`config.mk`:
```
export PLATFORM = sky130hd
export DESIGN_NAME = result_queue
export DESIGN_NICKNAME = d
export VERILOG_FILES = /design/src/result_queue.sv
export SDC_FILE = /design/constraint.sdc
export NUM_CORES = 1
export LEC_CHECK = 0
export ABC_AREA = 0
export BUFFER_PORTS_ARGS = -buffer_cell sky130_fd_sc_hd__buf_4
export CAP_MARGIN = 20
export CELL_PAD_IN_SITES_DETAIL_PLACEMENT = 0
export CELL_PAD_IN_SITES_GLOBAL_PLACEMENT = 2
export CORE_AREA = 3 3 40 42
export CTS_CLUSTER_DIAMETER = 30
export DETAILED_ROUTE_END_ITERATION = 7
export DIE_AREA = 0 0 43 45
export PLACE_DENSITY = 0.56
export SYNTH_ARGS = -nofsm -noshare
export SYNTH_HDL_FRONTEND = slang
export SYNTH_SLANG_ARGS = --single-unit
```
`constraint.sdc`:
```
create_clock -name clk_i -period 1.9 [get_ports clk_i]
set_input_delay 0.095 -clock clk_i [delete_from_list [all_inputs] [get_ports clk_i]]
set_output_delay 0.095 -clock clk_i [all_outputs]
set_load 0.01 [all_outputs]
```
`src/result_queue.sv`:
```
// Small in-order FIFO for any packed payload
`timescale 1ns/1ns

module result_queue #(
  parameter int unsigned Depth     = 2,
  parameter type         payload_t = logic
) (
  input  logic     clk_i,
  input  logic     rst_ni,
  input  payload_t data_i,
  input  logic     valid_i,
  output logic     ready_o,
  output payload_t data_o,
  output logic     valid_o,
  input  logic     ready_i
);

  localparam int unsigned PtrW = (Depth > 1) ? $clog2(Depth) : 1;

  payload_t        mem_q [Depth];
  logic [PtrW-1:0] wr_pnt_q, rd_pnt_q;
  logic [PtrW:0]   cnt_q;
  logic            push;
  logic            pop;

  assign ready_o = (cnt_q != (PtrW+1)'(Depth));
  assign valid_o = (cnt_q != '0);
  assign data_o  = mem_q[rd_pnt_q];
  assign push    = valid_i && ready_o;
  assign pop     = valid_o && ready_i;

  always_ff @(posedge clk_i) begin
    if (push) mem_q[wr_pnt_q] <= data_i;
  end

  always_ff @(posedge clk_i or negedge rst_ni) begin
    if (!rst_ni) begin
      wr_pnt_q <= '0;
      rd_pnt_q <= '0;
      cnt_q    <= '0;
    end else begin
      if (push) wr_pnt_q <= (wr_pnt_q == PtrW'(Depth - 1)) ? '0 : wr_pnt_q + 1'b1;
      if (pop) rd_pnt_q <= (rd_pnt_q == PtrW'(Depth - 1)) ? '0 : rd_pnt_q + 1'b1;
      cnt_q <= cnt_q + (PtrW+1)'(push) - (PtrW+1)'(pop);
    end
  end

  a_cnt_bound: assert property (@(posedge clk_i) disable iff (!rst_ni)
    cnt_q <= (PtrW+1)'(Depth));

endmodule

```
# After elaboration in Yosys (flattened, before gate mapping)
# Memory sizes are Yosys's and may differ from the RTL's.
# Cells that the tools add are included.
# classes
addsub	4
reduce_logical	3
n_eq_ne	1
muxes	4
# ops
op	n
$mux 1	4
$add 1x1->1 const B	2
$add 2x1->2	1
$logic_and 1x1->1	2
$ne 2x2->1 const B	1
$reduce_bool 2->1	1
$sub 2x1->2	1
# totals
ram_bits	2
in_bits	5
output_inout_bits	3
regBits	4
memories	1
elab_cells	16
# mem_list
name	depth	word_bits	read_ports	rd_clocked_by_memory_dff	wr	line_no	text
mem_q	2	1	1	0	1	20	payload_t mem_q [Depth];

# Longest topological paths before layout
# depth
ltp_word	4
mapped_depth	7
ltp_nobuf	7

# Worst setup path before layout
# OpenSTA, ideal clock, no wires.
# synth_path
path_kind	reg-to-reg
from	register cnt_q[1]
to	register cnt_q[1]
t_arrival_ps	1537
path_stages_with_launch	8
n_path_buf	0
period_less_slack_ps	1659
setup_ps	123
slack_ps	241
path_cell_list	dfrtp_1 > or2_1 > and2_4 > ha_1 > inv_1 > ha_1 > xnor2_1 > xnor2_1
# synth_between
elab_cells_between_ends	6
cone_classes	add/sub (2); eq/ne (1); reduce/logical (3)
# synth_lines
element	line_no	text
start, declared	22	logic [PtrW:0] cnt_q;
start signal, assigned	44	cnt_q <= cnt_q + (PtrW+1)'(push) - (PtrW+1)'(pop);
$reduce_bool 2->1	27	assign valid_o = (cnt_q != '0);
named net valid_o	14	output logic valid_o,
$logic_and 1x1->1	30	assign pop = valid_o && ready_i;
named net pop	24	logic pop;
$sub 2x1->2	44	
# The timed path passes the listed nets, and every way through them passes these cells.
# A chain may end at the register's enable or synchronous reset.

# Final worst setup path
# layout_path
from	register cnt_q[1]
to	register cnt_q[1]
# layout_between
elab_cells_between_ends	6
cone_classes	add/sub (2); eq/ne (1); reduce/logical (3)
# layout_lines
element	line_no
$reduce_bool 2->1	27
$logic_and 1x1->1	30
named net pop	24
$sub 2x1->2	44
# The timed path passes the listed nets, and every way through them passes these cells.

==> reports/results.tsv <==
stage	metric	value	unit
global_routing	vias in the first global route	164	
clocking	clk sinks	6	
yosys	Synth cell types	13	
cells_and_area	# diodes	0	
floorplanning	Die H	45	microns
sta	Final Skew	0.0120	ns
global_routing	pin count of the biggest net entering global routing	5	
route	Detail Route Antenna Nets	0	
yosys	top-area cell type share of the netlist area	37.0	%
global_routing	first-pass GRT wire length	655	microns
power_and_ir_drop	Leakage	0.172	nW
global_routing	total gr overflow	0	
sta	Worst Max-Slew Pin Slew	0.167	ns
yosys	Post-synth EDFFs	2	
power_and_ir_drop	Peak VDD IR	0.578	mV
global_routing	initial antenna violation count	0	
yosys	Post-Syn Instances	20	
critical_path	Critical Path End Type	flop	
cells_and_area	layout cells sized above 1	37.5	%
sta	WHS	0.0332	ns
yosys	register bit total from synthesis	6	
sta	Final WS setup	0.216	ns
clocking	CTS max path bufs	2	
floorplanning	die area	0.00194	sq mm
worst_hold_path	hold crit path type	in -> reg	
yosys	Syn Area/Cell	13.5	sq um
sta	max frequency	594	MHz
yosys	share of flip-flops with an asynchronous set or reset	66.7	%
floorplanning	initial core utilization	21.0	%
cells_and_area	synth-to-layout area growth	39.8	%
sta	final hold vios	0	
yosys	Synth area leaders	dfrtp_1 37%, edfxtp_1 22%, xnor2_1 9.7%	
route	drt first pass iters	1	
placement	placed insts	42	
clocking	CTS tree	yes	
placement	port buffer count	7	
critical_path	startpoint type of the worst setup path	flop	
power_and_ir_drop	PD cells	1600	mW/mm^2
sta	minimum clock period	1.68	ns
floorplanning	core area	0.00128	sq mm
route	1st-iter DRT viols	0	
sta	Slew HR	88.8	%
yosys	Seq/Total Area, Yosys	59.3	%
yosys	leading area contributor after synthesis	dfrtp_1	
clocking	Num CTS Buffers	3	
floorplanning	row count	13	
critical_path	Crit Path Class	reg -> reg	
sta	RSZ-0062 raised after global routing	no	
clocking	clock-pin slew on the worst setup and hold paths	0.05	ns
status	outcome	completed	
cells_and_area	final net count	40	
sta	final setup violation count	0	
sta	Slew Limit Fails	0	
yosys	syn_nets	27	
yosys	top-count cell post-synth	dfrtp_1	
clocking	CTS root buffer	clkbuf_4	
placement	pre-CTS setup slack	0.210	ns
floorplanning	Die W	43	microns
clocking	CTS resizes	0	
yosys	Synthesis Warnings	0	
global_routing	Total GRT Usage	5.62	%
route	DR vias	185	
critical_path	Data arrival, critical path	1.83	ns
critical_path	required time of the worst setup path	2.05	ns
sta	final worst path period share	88.6	%
route	Routed wire per std cell	9.21	microns
sta	setup TNS	0	ns
route	Total Wirelength	433	microns
placement	Final Wtd Congestion	0.671	
flow_run	Max Cap Viol	0	
route	via density per instance	3.94	
yosys	Post-synth top cells	4 x dfrtp_1, 3 x xnor2_1, 2 x edfxtp_1, 2 x ha_1	
clocking	H-tree depth	1	
placement	Detailed Place HPWL	368	microns
route	DR DRC count	0	
yosys	cell area after synthesis	270	sq um
yosys	Synth Flop Type	dfrtp_1	
critical_path	CP Max Fanout	3	
floorplanning	number of I/O pins	8	
clocking	clk_lat worst skew	0.25	ns
cells_and_area	Non-Filler Instances	47	
==> logic make-up after synthesis <==
kind of cell / count (synthesis) / synth area share [%]
xor gates and xnor gates: 4 / 13.0
adders and majority gates: 2 / 9.26
buffers and inverters: 1 / 1.39
DFF: 6 / 59.3
muxes: 1 / 4.17
and+or+nand+nor: 6 / 13.0
==> layout by cell type (no fill, tap or decap), types with 2 or more instances in the layout <==
cell type	instances
edfxtp_1	2
ha_1	2
xnor2_1	3
clkbuf_4	3
dfrtp_1	4
buf_4	7
==> what timing repair did <==
| action | CTS | global route |
|---|---|---|
| hold buffers | 1 | 0 |
| buffers inserted | 0 | 0 |
| setup endpoints to repair | 0 | 0 |
| endpoints found under the hold margin | 4 | 0 |
==> state kept, by name, summed over array words and instances (netlist names) <==
name,count
cnt_q,2
wr_pnt_q,1
rd_pnt_q,1
mem_q,2
==> power breakdown <==
| group | switching, mW | internal, mW |
|---|---|---|
| combinational | 0.106 | 0.143 |
| clock | 0.0446 | 0.0794 |
| sequential | 0.0355 | 0.195 |
| total | 0.186 | 0.417 |
==> layout make-up <==
type,instances,area (sq um)
Tap cell,15,18.8
Inverter,1,3.75
Fill cell,136,907
Multi-Input combinational cell,13,106
Clock buffer,4,26.3
Timing Repair Buffer,8,62.6
Sequential cell,6,160
==> through the flow <==
step	util [%]	cell area, sq um	power, mW
after global routing	29.4	378	0.664
after detailed placement	26.6	342	0.488
after floorplan	-	270	0.398
after global placement	26.6	342	0.482
after CTS	29.4	378	0.621
final	29.4	378	0.604
==> per-layer routing <==
| layer | vias up | routed length (microns) | global-route usage, % |
|---|---|---|---|
| li1 | 91 | - | - |
| met1 | 86 | 153 | 4.19 |
| met2 | 6 | 218 | 7.49 |
| met3 | 2 | 49 | 6.37 |
| met4 | 0 | 10 | 5.42 |
| met5 | - | 0 | 0 |
==> critical path, stage by stage (launching register included) <==
cell and delay [ns]:
dfrtp_1 0.39, or2_1 0.25, and2_4 0.17, ha_1 0.26, inv_1 0.04, ha_1 0.18, xnor2_1 0.17, xnor2_1 0.14
==> worst paths after layout <==
| path | from | to | slack, ns | cells after the start |
|---|---|---|---|---|
| max | cnt_q[1] | cnt_q[1] | 0.22 | 7 |
| min | data_i | mem_q[0] | 0.03 | 1 |
| max reg2reg | cnt_q[1] | cnt_q[1] | 0.22 | 7 |
| min reg2reg | rd_pnt_q | rd_pnt_q | 0.49 | 1 |
| max in group asynchronous | rst_ni | cnt_q[0] | 1.61 | 2 |
| min in group asynchronous | rst_ni | rd_pnt_q | 0.18 | 2 |
Power figures use the tool's default switching activity.
