**config.mk**
```make
export PLATFORM = sky130hd
export DESIGN_NAME = vmul_writeback
export DESIGN_NICKNAME = d
export VERILOG_FILES = /design/src/vmul_lane_pkg.sv /design/src/vmul_writeback.sv
export SDC_FILE = /design/constraint.sdc
export NUM_CORES = 1
export LEC_CHECK = 0
export BUFFER_PORTS_ARGS = -buffer_cell sky130_fd_sc_hd__buf_2
export CAP_MARGIN = 10
export CORE_AREA = 5 5 221 223
export DETAILED_ROUTE_END_ITERATION = 10
export DIE_AREA = 0 0 226 228
export HOLD_SLACK_MARGIN = 0.08
export SETUP_SLACK_MARGIN = 0.1
export SLEW_MARGIN = 25
export SYNTH_ARGS = -nofsm -noshare
export SYNTH_HDL_FRONTEND = slang
export SYNTH_SLANG_ARGS = --single-unit
```
**constraint.sdc**
```tcl
create_clock -name clk_i -period 13.62 [get_ports clk_i]
set_input_delay 3.405 -clock clk_i [delete_from_list [all_inputs] [get_ports clk_i]]
set_output_delay 3.405 -clock clk_i [all_outputs]
set_load 0.02 [all_outputs]
```
**src/vmul_lane_pkg.sv**
```systemverilog
// Shared word, instruction and register-file write types, plus element and byte-enable helpers
package vmul_lane_pkg;

  localparam int unsigned ElenBits = 64;
  localparam int unsigned StrbBits = ElenBits / 8;
  localparam int unsigned NrVInsn  = 8;

  typedef logic [ElenBits-1:0]        elen_t;
  typedef logic [StrbBits-1:0]        strb_t;
  typedef logic [$clog2(NrVInsn)-1:0] vid_t;
  // Up to 1024 elements
  typedef logic [10:0]                vlen_t;

  typedef enum logic [1:0] {
    EW8  = 2'd0,
    EW16 = 2'd1,
    EW32 = 2'd2,
    EW64 = 2'd3
  } vew_e;

  typedef enum logic [1:0] {
    VMUL   = 2'd0,
    VMULHU = 2'd1,
    VMACC  = 2'd2
  } vmul_op_e;

  typedef struct packed {
    vid_t       id;
    vmul_op_e   op;
    vew_e       vew;
    vlen_t      vl;
    logic [4:0] vd;
    logic       use_scalar;
    elen_t      scalar;
    // Set for unmasked execution
    logic       vm;
  } vmul_insn_t;

  typedef struct packed {
    vid_t       id;
    logic [7:0] addr;
    elen_t      wdata;
    strb_t      be;
  } wb_payload_t;

  // 8 elements per word at EW8 down to 1 at EW64
  function automatic logic [3:0] elems_per_word(vew_e vew);
    return 4'(8 >> int'(vew));
  endfunction

  // Enables the low bytes covered by cnt elements of width vew
  function automatic strb_t word_be(logic [3:0] cnt, vew_e vew);
    int unsigned nr_bytes;
    strb_t       be;
    nr_bytes = int'(cnt) << int'(vew);
    for (int b = 0; b < StrbBits; b++) begin
      be[b] = (b < nr_bytes);
    end
    return be;
  endfunction

endpackage

```
**src/vmul_writeback.sv**
```systemverilog
// In-order result collection, register-file address generation and commit tracking
`timescale 1ns/1ns

module vmul_writeback import vmul_lane_pkg::*; #(
  parameter int unsigned RegWords = 8
) (
  input  logic               clk_i,
  input  logic               rst_ni,
  input  vmul_insn_t         proc_insn_i,
  output logic               proc_done_o,
  input  vmul_insn_t         commit_insn_i,
  input  logic               commit_valid_i,
  output logic               commit_done_o,
  input  elen_t  [3:0]       mul_result_i,
  input  strb_t  [3:0]       mul_tag_i,
  input  logic   [3:0]       mul_valid_i,
  output logic   [3:0]       mul_ready_o,
  output wb_payload_t        push_o,
  output logic               push_valid_o,
  input  logic               push_ready_i,
  input  logic               wb_fire_i,
  output logic [NrVInsn-1:0] done_o
);

  vlen_t      proc_cnt_q, proc_rem, proc_rem_next;
  vlen_t      commit_cnt_q, commit_rem, commit_rem_next;
  vlen_t      proc_word;
  logic       proc_first_q, commit_first_q;
  logic [3:0] proc_epw, proc_elems;
  logic [3:0] commit_epw, commit_elems;
  logic       proc_fire;

  // Processing side
  assign proc_rem      = proc_first_q ? proc_insn_i.vl : proc_cnt_q;
  assign proc_epw      = elems_per_word(proc_insn_i.vew);
  assign proc_elems    = (proc_rem < vlen_t'(proc_epw)) ? proc_rem[3:0] : proc_epw;
  assign proc_rem_next = proc_rem - vlen_t'(proc_elems);
  assign proc_word     = (proc_insn_i.vl - proc_rem) >> (3 - int'(proc_insn_i.vew));

  // Only the multiplier of the processing width is read
  always_comb begin
    mul_ready_o                  = '0;
    mul_ready_o[proc_insn_i.vew] = push_ready_i;
  end

  assign push_valid_o = mul_valid_i[proc_insn_i.vew];
  assign proc_fire    = push_valid_o && push_ready_i;
  assign proc_done_o  = proc_fire && (proc_rem_next == '0);

  always_comb begin
    push_o.id    = proc_insn_i.id;
    push_o.addr  = 8'(proc_insn_i.vd * RegWords + proc_word);
    push_o.wdata = mul_result_i[proc_insn_i.vew];
    push_o.be    = word_be(proc_elems, proc_insn_i.vew) &
                   (proc_insn_i.vm ? {StrbBits{1'b1}} : mul_tag_i[proc_insn_i.vew]);
  end

  // Commit side counts words accepted by the register file
  assign commit_rem      = commit_first_q ? commit_insn_i.vl : commit_cnt_q;
  assign commit_epw      = elems_per_word(commit_insn_i.vew);
  assign commit_elems    = (commit_rem < vlen_t'(commit_epw)) ? commit_rem[3:0] : commit_epw;
  assign commit_rem_next = commit_rem - vlen_t'(commit_elems);
  assign commit_done_o   = commit_valid_i && wb_fire_i && (commit_rem_next == '0);

  always_comb begin
    done_o                   = '0;
    done_o[commit_insn_i.id] = commit_done_o;
  end

  always_ff @(posedge clk_i or negedge rst_ni) begin
    if (!rst_ni) begin
      proc_first_q   <= 1'b1;
      proc_cnt_q     <= '0;
      commit_first_q <= 1'b1;
      commit_cnt_q   <= '0;
    end else begin
      if (proc_fire) begin
        proc_first_q <= proc_done_o;
        proc_cnt_q   <= proc_rem_next;
      end
      if (wb_fire_i) begin
        commit_first_q <= commit_done_o;
        commit_cnt_q   <= commit_rem_next;
      end
    end
  end

endmodule

```
# Word-level counts from Yosys, hierarchy flattened
# Cells that the tools add are included.
[classes]
reduce_logical = 8
bitwise_logic = 3
n_mux = 15
n_lt_le_gt_ge = 14
shift = 4
addsub = 5
[ops]
columns = ["op", "n"]
rows = [
  ["$bmux 64 s2", 1],
  ["$lt 3x32->1 const A", 4],
  ["$lt 1x32->1 const A", 2],
  ["$lt 2x32->1 const A", 2],
  ["$mux 64", 1],
  ["$shl 4x2->32", 1],
  ["$shr 11x32->8", 1],
  ["$logic_not 11->1", 2],
  ["$lt 11x4->1", 2],
  ["$mux 11", 2],
  ["$sub 11x4->11", 2],
  ["$and 8x8->8", 2],
  ["$bmux 8 s2", 1],
  ["$mux 8", 2],
  ["$sub 11x11->11", 1],
  ["$add 8x8->8", 1],
  ["$mux 4", 2],
  ["$shr 4x2->4 const A", 2],
  ["$logic_and 1x1->1", 6],
  ["$and 4x4->4", 1],
  ["$lt 3x4->1 const B", 1],
  ["$demux 1 s3", 1],
  ["$ge 3x1->1 const B", 1],
  ["$lt 2x3->1 const B", 1],
  ["5 further kinds", 7],
]
[word_totals]
word_cells = 53
register_bits = 24

# Longest topological paths before layout
[depth]
word_depth = 7
ltp_mapped = 21
ltp_nobuf = 19

# Least setup slack after synthesis
# Ideal clock, no wire load.
[synth_timing]
path_type = "input -> output"
startpoint = "input proc_insn_i[82] in the netlist's numbering"
endpoint = "output proc_done_o"
required_time_ps = 10215
n_path_buf = 3
path_slack_ps = 2504
cell_stages = 17
arrival_time_ps = 7711
cell_sequence = "buf_2 > buf_1 > buf_1 > nand2_1 > ha_1 > a21boi_0 > o21ai_1 > nand2_1 > o21ai_0 > ha_1 > nor2b_1 > o21ai_0 > a21boi_1 > or4b_2 > o21ai_0 > a21oi_1 > nor3_1"
[synth_between]
elab_chain_len = 6
[synth_lines]
columns = ["element", "line_no", "source"]
rows = [
  ["start, declared", "vmul_writeback.sv:9", "input vmul_insn_t proc_insn_i,"],
  ["$shr 4x2->4", "vmul_lane_pkg.sv:48", "return 4'(8 >> int'(vew));"],
  ["$lt 11x4->1", "vmul_writeback.sv:36", "assign proc_elems = (proc_rem < vlen_t'(proc_epw)) ? proc_rem[3:0] : proc_epw;"],
  ["$mux 4", "vmul_writeback.sv:36", ""],
  ["$sub 11x4->11", "vmul_writeback.sv:37", "assign proc_rem_next = proc_rem - vlen_t'(proc_elems);"],
  ["$logic_not 11->1", "vmul_writeback.sv:48", "assign proc_done_o = proc_fire && (proc_rem_next == '0);"],
  ["$logic_and 1x1->1 *", "vmul_writeback.sv:48", ""],
  ["end, declared", "vmul_writeback.sv:10", "output logic proc_done_o,"],
]
# Mark *: on every way between the ends. The rest lies on a longest branch, timed or not. The select of a mux whose other input is x is not followed.

# Final worst setup path
# Ends and elaborated chain as after synthesis.

==> reports/summary.txt <==
outcome -> complete, no violations
Post-synth top cells -> mux4_2, nand2_1, mux2i_1
DRT Pass-1 Iters -> 4
Hold Buf Count CTS -> 0
dpl hpwl -> 25.75 mm
worst vdd ir -> 0.0001757 V
Resized cells post-CTS -> 0
Synth Area in Adders -> 8.551%
vias in the first global route -> 6200
largest net degree at the start of global routing -> 63
multiplexer area fraction after synthesis -> 42.78%
largest family of logic cells by synthesized area -> multiplexers
Slew HR -> 41.50%
max-cap viol count -> 0
Post-CTS Repair Setup Buffers -> 0
Nets -> 1403
crit share post-route -> 86.54%
Mapped Area -> 0.005034 mm^2
port bufs -> 426
cts bufs inserted -> 3
chip width -> 226 um
vias per cell -> 3.967
Routed WL -> 28.58 mm
Slew Limit Fails -> 0
EDFF count, synth -> 0
Async SR Flop Fraction -> 100.0%
RSZ-0062 raised after global routing -> no
crit-path max FO -> 62
FF+latch count, synth -> 24
grt ovf -> 0
share of layout cells above drive strength 1 -> 59.40%
first-pass GRT wire length -> 40.07 mm
Synth Area in Compound Gates -> 12.23%
clock sinks -> 24
count leader, synth -> mux4_2
post-synthesis simple-gate area fraction -> 14.59%
xor/xnor share of the synthesized area -> 4.872%
# IOs -> 573
P per Cell Area -> 128.8 mW/mm^2
Starting Density -> 10.86%
register area share after synthesis -> 11.98%
Hold Crit Class -> reg -> reg
vias -> 5962
Max Freq -> 84.84 MHz
top-area cell type share of the netlist area -> 32.66%
final setup vio count -> 0
antenna viol nets, final -> 0
Final GP Congestion -> 1.005
Area Growth Syn to Fin -> 56.38%
H-Tree Depth -> 1
Hold Path End -> proc_cnt_q[3]
placed cells -> 1498
Setup crit end kind -> output pin
die area -> 0.05153 mm^2
clock tree from TritonCTS -> yes
leading area contributor after synthesis -> mux4_2
min Tclk post-route -> 11.79 ns
Avg Cell Area, Syn -> 10.15 um^2
Hold Crit Start -> proc_cnt_q[3]
r2r worst-path depth -> 16
flop2flop setup slack -> 8.65 ns
worst r2r src -> proc_first_q
all-layer global routing usage -> 10.24%
Post-Route Skew -> 0.004102 ns
setup TNS -> 0 ns
Post-route DRC -> 0
WP data arrival -> 8.38 ns
Setup crit start kind -> input pin
Worst-path clk slew -> 0.06 ns
post-synth net total -> 1003
Mapped Cells -> 496
worst slew pin tran -> 0.8775 ns
largest cells by area after synthesis -> mux4_2, dfrtp_1, ha_1
leakage power -> 3.604 nW
crit path kind -> in -> out
Core ar. -> 0.04636 mm^2
Die H -> 228 um
Final Hold Viols -> 0
clock tree buffer depth -> 2
root buf cell -> clkbuf_16
antenna violations before repair -> 9
YS warnings -> 0
final std cells w/o fill -> 1503
worst reg2reg endpoint -> proc_first_q
DR WL/cell -> 19.01 um
number of DRC markers in iteration 0 -> 373
row count -> 79
clock latency on the worst-skew pair -> 0.26 ns
Worst Path Required -> 10.22 ns
worst hold path depth -> 2
Yosys cell types -> 65
top_reg_cell synth -> dfrtp_1
==> worst max-delay path: stages <==
cell and delay [ns]:
buf_6 0.57, inv_1 0.45, nand2_1 0.23, ha_1 0.25, o31ai_1 0.06, a21boi_0 0.11
o21ai_1 0.16, nand2_1 0.24, o21ai_0 0.40, ha_1 0.30, nor2b_1 0.12, o21ai_0 0.22
a21boi_1 0.22, nor4_2 0.20, xnor2_1 0.12, or4_1 0.58, nor3_1 0.43, buf_2 0.26
==> final cells by class <==
type                       instances  area (um^2)
antenna                            2        5.005
multi-input combinational        414         4179
fill                            5162        38490
clock buffer                       3        75.07
inverter                          25        93.84
timing repair buffer             428         2156
sequential                        24        603.1
tap                              607        759.5
==> cells by family (layout without fill, tap and decap cells) <==
kind of cell | after synthesis | after routing
and+or+nand+nor | 137 | 137
muxes | 120 | 120
AOI/OAI and AO/OA | 97 | 97
buffers and inverters | 58 | 456
adders and majority gates | 32 | 32
xor gates and xnor gates | 28 | 28
DFF | 24 | 24
other | 0 | 2
==> worst max-delay path by stage <==
stage | startpoint | endpoint | slack, ns | cells past startpoint
6_report | proc_insn_i[82] | proc_done_o | 1.83 | 18
2_1_floorplan | proc_insn_i[82] | proc_done_o | 2.50 | 17
5_1_grt | proc_insn_i[82] | proc_done_o | 1.14 | 18
4_1_cts | proc_insn_i[82] | proc_done_o | 1.62 | 18
3_5_place_dp | proc_insn_i[82] | proc_done_o | 1.65 | 18
3_3_place_gp | proc_insn_i[82] | proc_done_o | 1.71 | 18
==> metrics by stage <==
step                power (W)  hold WS, ns  area, um^2  utilization (%)  setup slack [ns]
floorplan           0.0007177       0.4446        5034                -             2.504
global placement    0.0009360       0.4641        7791            16.81             1.715
detailed placement  0.0009497       0.4801        7791            16.81             1.654
CTS                  0.001024       0.4949        7866            16.97             1.623
global route         0.001122       0.5118        7869            16.97             1.136
finish               0.001013       0.4923        7871            16.98             1.833
==> state kept, by name, indices dropped and copies added, names as in the netlist <==
signal          count
proc_first_q        1
commit_cnt_q       11
commit_first_q      1
proc_cnt_q         11
==> report_power, final <==
| part | leakage, nW | total (W) | switching [W] | internal, W |
|---|---|---|---|---|
| Sequential | 0.287 | 0.000128 | 0.0000242 | 0.000104 |
| Combinational | 3.28 | 0.000819 | 0.000471 | 0.000348 |
| Clock | 0.0370 | 0.0000664 | 0.0000274 | 0.0000390 |
==> cell usage in the layout, fill, tap and decap left out, types with 5 or more instances in the layout <==
master,count
nor3b_1,7
o22a_1,6
nor3_1,9
mux2_2,12
and3_1,5
buf_2,424
nor2_1,28
mux2i_1,31
nand2_1,35
xor2_1,8
nand3_1,11
inv_1,25
ha_1,28
o21ai_0,29
dfrtp_1,22
nor2b_1,10
mux4_2,73
xnor2_1,20
a21oi_1,24
==> per-layer routing <==
layer	routed length (um)	share of wire, %	global-route usage [%]
met1	10840	38	12.06
met2	13560	47	17.46
met3	3863	14	4.893
met4	265	0.93	1.229
met5	50	0.17	0
Note: power is estimated with default switching activity, not from simulation.
