--- src/vmul_lane_pkg.sv ---
// Shared word, instruction and register-file write types, plus element and byte-enable helpers
package vmul_lane_pkg;

  localparam int unsigned ElenBits = 64;
  localparam int unsigned StrbBits = ElenBits / 8;
  localparam int unsigned NrVInsn  = 8;

  typedef logic [ElenBits-1:0]        elen_t;
  typedef logic [StrbBits-1:0]        strb_t;
  typedef logic [$clog2(NrVInsn)-1:0] vid_t;
  // Up to 1024 elements
  typedef logic [10:0]                vlen_t;

  typedef enum logic [1:0] {
    EW8  = 2'd0,
    EW16 = 2'd1,
    EW32 = 2'd2,
    EW64 = 2'd3
  } vew_e;

  typedef enum logic [1:0] {
    VMUL   = 2'd0,
    VMULHU = 2'd1,
    VMACC  = 2'd2
  } vmul_op_e;

  typedef struct packed {
    vid_t       id;
    vmul_op_e   op;
    vew_e       vew;
    vlen_t      vl;
    logic [4:0] vd;
    logic       use_scalar;
    elen_t      scalar;
    // Set for unmasked execution
    logic       vm;
  } vmul_insn_t;

  typedef struct packed {
    vid_t       id;
    logic [7:0] addr;
    elen_t      wdata;
    strb_t      be;
  } wb_payload_t;

  // 8 elements per word at EW8 down to 1 at EW64
  function automatic logic [3:0] elems_per_word(vew_e vew);
    return 4'(8 >> int'(vew));
  endfunction

  // Enables the low bytes covered by cnt elements of width vew
  function automatic strb_t word_be(logic [3:0] cnt, vew_e vew);
    int unsigned nr_bytes;
    strb_t       be;
    nr_bytes = int'(cnt) << int'(vew);
    for (int b = 0; b < StrbBits; b++) begin
      be[b] = (b < nr_bytes);
    end
    return be;
  endfunction

endpackage

--- src/vmul_issue.sv ---
// Operand handshake, scalar replication and per-word issue to the SIMD multipliers
`timescale 1ns/1ns

module vmul_issue import vmul_lane_pkg::*; (
  input  logic        clk_i,
  input  logic        rst_ni,
  input  vmul_insn_t  issue_insn_i,
  input  logic        issue_valid_i,
  output logic        issue_done_o,
  input  elen_t [2:0] operand_i,
  input  logic  [2:0] operand_valid_i,
  output logic  [2:0] operand_ready_o,
  input  strb_t       mask_i,
  input  logic        mask_valid_i,
  output logic        mask_ready_o,
  output elen_t       mul_a_o,
  output elen_t       mul_b_o,
  output elen_t       mul_c_o,
  output vmul_op_e    mul_op_o,
  output strb_t       mul_be_o,
  output logic  [3:0] mul_valid_o,
  input  logic  [3:0] mul_ready_i
);

  vlen_t      cnt_q;
  vlen_t      remaining;
  vlen_t      remaining_next;
  logic       first_q;
  logic [3:0] word_elems;
  logic [3:0] nr_elems;
  logic [2:0] used;
  logic       ops_valid;
  logic       fire;
  elen_t      scalar_rep;

  // A fresh instruction starts from its full vl
  assign remaining      = first_q ? issue_insn_i.vl : cnt_q;
  assign word_elems     = elems_per_word(issue_insn_i.vew);
  assign nr_elems       = (remaining < vlen_t'(word_elems)) ? remaining[3:0] : word_elems;
  assign remaining_next = remaining - vlen_t'(nr_elems);

  // Queue order is vs1, vs2, vd
  assign used      = {issue_insn_i.op == VMACC, 1'b1, !issue_insn_i.use_scalar};
  assign ops_valid = (&(operand_valid_i | ~used)) && (mask_valid_i || issue_insn_i.vm);
  assign fire      = issue_valid_i && ops_valid && mul_ready_i[issue_insn_i.vew];

  always_comb begin
    mul_valid_o                   = '0;
    mul_valid_o[issue_insn_i.vew] = issue_valid_i && ops_valid;
  end

  assign operand_ready_o = fire ? used : 3'b000;
  assign mask_ready_o    = fire && !issue_insn_i.vm;
  assign issue_done_o    = fire && (remaining_next == '0);

  always_comb begin
    case (issue_insn_i.vew)
      EW8:     scalar_rep = {8{issue_insn_i.scalar[7:0]}};
      EW16:    scalar_rep = {4{issue_insn_i.scalar[15:0]}};
      EW32:    scalar_rep = {2{issue_insn_i.scalar[31:0]}};
      default: scalar_rep = issue_insn_i.scalar;
    endcase
  end

  assign mul_a_o  = issue_insn_i.use_scalar ? scalar_rep : operand_i[0];
  assign mul_b_o  = operand_i[1];
  assign mul_c_o  = operand_i[2];
  assign mul_op_o = issue_insn_i.op;
  // Tail elements are dropped here, masked ones too
  assign mul_be_o = word_be(nr_elems, issue_insn_i.vew) &
                    (issue_insn_i.vm ? {StrbBits{1'b1}} : mask_i);

  always_ff @(posedge clk_i or negedge rst_ni) begin
    if (!rst_ni) begin
      first_q <= 1'b1;
      cnt_q   <= '0;
    end else if (fire) begin
      first_q <= issue_done_o;
      cnt_q   <= remaining_next;
    end
  end

  // A word offered to a multiplier stays put until that multiplier takes it
  a_mul_held: assert property (@(posedge clk_i) disable iff (!rst_ni)
    (|mul_valid_o) && !fire |=>
      $stable(mul_valid_o) && $stable(mul_a_o) && $stable(mul_be_o));

endmodule

--- config.mk ---
export PLATFORM = sky130hd
export DESIGN_NAME = vmul_issue
export DESIGN_NICKNAME = d
export VERILOG_FILES = /design/src/vmul_lane_pkg.sv /design/src/vmul_issue.sv
export SDC_FILE = /design/constraint.sdc
export NUM_CORES = 1
export LEC_CHECK = 0
export BUFFER_PORTS_ARGS = -buffer_cell sky130_fd_sc_hd__buf_2
export CORE_AREA = 2 2 196 198
export DETAILED_ROUTE_END_ITERATION = 6
export DIE_AREA = 0 0 198 200
export PLACE_DENSITY = 0.37
export SETUP_SLACK_MARGIN = 0.4
export SLEW_MARGIN = 20
export SYNTH_ARGS = -nofsm -noshare
export SYNTH_HDL_FRONTEND = slang
export SYNTH_SLANG_ARGS = --single-unit
--- constraint.sdc ---
create_clock -name clk_i -period 4.66 [get_ports clk_i]
set_input_delay 0.233 -clock clk_i [delete_from_list [all_inputs] [get_ports clk_i]]
set_output_delay 0.233 -clock clk_i [all_outputs]
set_load 0.02 [all_outputs]
# After elaboration in Yosys (flattened, before gate mapping)
# Index checks and enable logic that the tools add are counted.
[totals]
ff_bits = 12
in_bits = 300
out_inout_bits = 211
[op_classes]
add_sub_neg = 1
n_lt_le_gt_ge = 11
n_eq_ne = 3
n_shift = 2
n_mux = 10
bitwise_logic = 4
reduce_logical = 12
[op_table]
columns = ["cell", "count"]
rows = [
  ["64-bit case mux with 3 select lines", 1],
  ["3-bit by 32-bit < comparator with 1-bit output, first input constant", 4],
  ["1-bit by 32-bit < comparator with 1-bit output, first input constant", 2],
  ["2-bit by 32-bit < comparator with 1-bit output, first input constant", 2],
  ["64-bit two-way mux", 1],
  ["4-bit by 2-bit left shift with 32-bit output", 1],
  ["11-bit logical NOT", 1],
  ["11-bit by 4-bit < comparator with 1-bit output", 1],
  ["11-bit two-way mux", 1],
  ["11-bit by 4-bit subtractor with 11-bit output", 1],
  ["8-bit bitwise AND", 1],
  ["8-bit two-way mux", 1],
  ["1-bit logical AND", 6],
  ["4-bit bitwise AND", 1],
  ["2-bit == test, second input constant", 2],
  ["4-bit two-way mux", 1],
  ["4-bit by 2-bit right shift with 4-bit output, first input constant", 1],
  ["2-bit by 3-bit < comparator with 1-bit output, second input constant", 1],
  ["3-bit two-way mux", 1],
  ["3-bit inverter", 1],
  ["3-bit bitwise OR", 1],
  ["3-bit AND reduction", 1],
  ["1-bit binary-select mux with 2-bit select", 1],
  ["1-bit demux with 2-bit select", 1],
  ["6 further kinds", 8],
]

# Logic depth before layout (Yosys ltp)
[depth]
depth_word = 8
depth_mapped = 18
depth_no_buf = 16

# Least setup slack after synthesis
# OpenSTA, ideal clock, no wires.
[synth_path]
path_type = "register to output"
from = "reg first_q"
to = "out issue_done_o"
arrival_time_ns = 4.060
required_time_ns = 4.427
slack_ns = 0.367
path_stages_with_launch = 17
n_path_buf = 2
cell_sequence = "dfstp_2 > buf_6 > buf_2 > mux2_2 > ha_1 > a21oi_1 > o21ai_1 > nand3_1 > o21ai_0 > ha_1 > fa_1 > nor2b_1 > o21a_1 > or4_1 > a21oi_1 > nand4_1 > nor3_1"
[synth_via]
elab_chain_cells = 6
[synth_lines]
columns = ["element", "line", "text"]
rows = [
  ["from (decl)", "vmul_issue.sv:28", "logic first_q;"],
  ["from (signal assigned)", "vmul_issue.sv:78", "first_q <= issue_done_o;"],
  ["11-bit two-way mux *", "vmul_issue.sv:37", "assign remaining = first_q ? issue_insn_i.vl : cnt_q;"],
  ["11-bit by 4-bit < comparator with 1-bit output", "vmul_issue.sv:39", "assign nr_elems = (remaining < vlen_t'(word_elems)) ? remaining[3:0] : word_elems;"],
  ["4-bit two-way mux", "vmul_issue.sv:39", ""],
  ["11-bit by 4-bit subtractor with 11-bit output *", "vmul_issue.sv:40", "assign remaining_next = remaining - vlen_t'(nr_elems);"],
  ["11-bit logical NOT *", "vmul_issue.sv:54", "assign issue_done_o = fire && (remaining_next == '0);"],
  ["1-bit logical AND *", "vmul_issue.sv:54", ""],
  ["to (decl)", "vmul_issue.sv:9", "output logic issue_done_o,"],
]
# Every way passes the cells marked *; elsewhere a longest branch is shown, timed or not.

# Worst setup path in the final report
# Ends and elaborated chain as after synthesis.

==> results_dict.tcl <==
set metrics [dict create \
    status "finished, final reports clean" \
    fin_skew_ps 1.33 \
    num_vias 4153 \
    detail-route-antenna-nets 0 \
    route.detailed.vias_per_inst 3.48 \
    initial_utilization_pct 10.6 \
    r2r_cells 13 \
    wl_per_cell_microns 15.9 \
    clock_sink_count 12 \
    most_frequent_cells_after_synthesis "buf_4, nor2_1, mux2i_1" \
    gr-total-overflow 0 \
    routed_wirelength_microns 18900 \
    vdd_drop_max_mv 0.125 \
    number_of_antenna_violations_at_the_first_check_in_global_routing 0 \
    tightestPinTransition_ps 884 \
    hold_class "primary input to flop" \
    number_of_max_slew_violations_in_the_final_report 0 \
    yosysTopAreaCell "buf_4" \
    timing.critical_path.from_type "flop" \
    numCtsBuffers 3 \
    timing.max_slew.rel_slack_pct 41.1 \
    worst_setup_hold_path_clk_slew_ps 50 \
    timing_hold_violations_final 0 \
    deepest_clock_path_buffer_count 2 \
    layout.filler_cells 4422 \
    most_frequent_cell_after_synthesis "buf_4" \
    io-pin-count 511 \
    first_iter_violations 117 \
    cts_root_buf "clkbuf_16" \
    cts_htree_levels 1 \
    worstPathRequired_ps 4430 \
    synth_cells 575 \
    row_count 71 \
    chipWidth_microns 198 \
    clock_insertion_delay_worst_skew_ps 240 \
    hp-start "issue_insn_i[80]" \
    yosys_most_used_dff "dfrtp_1" \
    hold-path-endpoint "cnt_q[9]" \
    synth_enable_flop_cells 0 \
    setup.worst_path.end_class "output pin" \
    power_per_cell_area_nw_per_um2 279 \
    ys_seq_area_share_pct 7.59 \
    syn-num-nets 882 \
    asyncSetResetFlopFracSynth_pct 100 \
    netlist_top_cells_area "buf_4, mux2i_1, dfrtp_1" \
    synth_seq_cells 12 \
    largest_net_degree_at_the_start_of_global_routing 91 \
    tritoncts_clock_tree "built" \
    number_of_nets_in_the_layout 990 \
    global_route_wire_length_before_repair_microns 25000 \
    grt_use_total_pct 8.55 \
    first_global_vias 3765 \
    final-setup-viol-count 0 \
    worstReg2RegStart "first_q" \
    critical_path.reg2reg.endpoint "first_q" \
    syn-mean-instance-area_sq_um 6.91 \
    hold-worst-slack_ps 348 \
    total_die_area_sq_um 39600 \
    ant_diodes 0 \
    post-route-min-period_ps 4050 \
    core_area_sq_um 37400 \
    fraction_of_layout_cells_with_a_size_suffix_above_1_pct 47.2 \
    clock.fmax_ghz 0.247 \
    crit_path_max_fanout 7 \
    cellLeakagePower_uw 0.00245 \
    firstDrtPassIters 4 \
    routabilityCongestion 0.781 \
    totalNegativeSetupSlack_ps 0 \
    synth.yosys.warnings 0 \
    synth.cell_area_sq_um 3970 \
    yosysUniqueCellTypes 52 \
    placed_wire_length_estimate_microns 15900 \
    drc_errors 0 \
    worstHoldPathCells 3 \
    fp.dieH_microns 200 \
    timing.reg2reg.setup_slack_ps 920 \
    drv_cap 0 \
    critPathKind "flop to output pin" \
    finalCritPeriodShare_pct 87.0 \
    rsz0062_at_grt "no" \
    portBuffers 246 \
    synthDominantCellAreaShare_pct 25.0 \
    data_arrival_time_of_the_worst_path_ps 3820 \
    area.growth.synth_to_final_pct 29.1 \
]
registers in the layout, indices dropped and copies added, names as in the netlist:
register	count
first_q	1
cnt_q	11
metal layers:
layer / GRT usage, % / part of all wire [%]
met1: 11.1 / 42
met5: 0 / 0
met3: 2.22 / 7.4
met2: 13.9 / 47
met4: 2.59 / 3.0
critical path: stages (launching register included):
cell,delay [ps]
dfstp_2,610
mux2_4,350
ha_4,270
a21oi_2,70
o21ai_4,230
mux2i_1,210
ha_1,290
nor2b_1,150
o21a_2,240
or4_4,520
a21oi_2,120
nand4_1,160
nor3_2,190
buf_4,160
how the worst max path moves through the flow:
stage,from,to,slack (ps),cells past startpoint
4_1_cts,first_q,issue_done_o,410,14
3_3_place_gp,first_q,issue_done_o,510,14
6_report,first_q,issue_done_o,610,13
2_1_floorplan,first_q,issue_done_o,530,16
5_1_grt,first_q,issue_done_o,410,15
3_5_place_dp,first_q,issue_done_o,500,16
stage by stage:
step / power, uW / instances / util (%) / worst slack, ps / cell area [sq um]
finish: 1430 / 1193 / 13.7 / 608 / 5130
global route: 1560 / 1193 / 13.7 / 411 / 5130
CTS: 1340 / 1185 / 13.2 / 407 / 4940
detailed placement: 1140 / 1179 / 12.9 / 501 / 4820
global placement: 1150 / 1179 / 12.9 / 508 / 4820
floorplan: 982 / 575 / - / 526 / 3980
cell type report:
cell class	count	area, sq um	share of cell area (%)
Sequential cell	12	302	5.88
Multi-Input combinational cell	367	2570	50.1
Timing Repair Buffer	268	1410	27.5
Tap cell	511	639	12.5
Clock buffer	4	88.8	1.73
Inverter	31	116	2.27
power breakdown:
| group | switching, uW | leakage [uW] | internal, uW |
|---|---|---|---|
| logic | 599 | 0.00226 | 454 |
| clock network | 49.4 | 0.0000442 | 130 |
| registers | 47.2 | 0.000146 | 153 |
| total | 695 | 0.00245 | 737 |
cell usage in the layout, fill, tap and decap left out, drive strengths merged, types with 2 or more instances in the layout:
master,count
nor3b,3
nor2,60
nand2b,10
o21a,3
inv,31
xnor2,6
clkbuf,4
and2,7
ha,6
nor2b,4
xor2,3
dfrtp,11
or2,3
a211o,8
o211ai,4
or4,3
nand2,29
o32a,2
nand3,25
mux2,21
buf,267
a21oi,43
nor4,4
nor3,11
o21ai,38
a31oi,2
mux2i,56
logic make-up after synthesis:
group                      synth area share [%]
xor gates and xnor gates                   1.98
adders and majority gates                  2.39
and+or+nand+nor                            19.5
AOI/OAI and AO/OA                          16.5
DFF                                        7.59
muxes                                      20.7
buffers and inverters                      31.3
timing repair:
action,in CTS,in global routing
hold buffers,1,0
setup buffers,1,8
endpoints found under the hold margin,11,0
cloned,0,0
pin swaps,0,10
endpoints found under the setup margin,1,1
gates resized for setup,3,27
No activity file was read; power rests on OpenSTA's default activity.
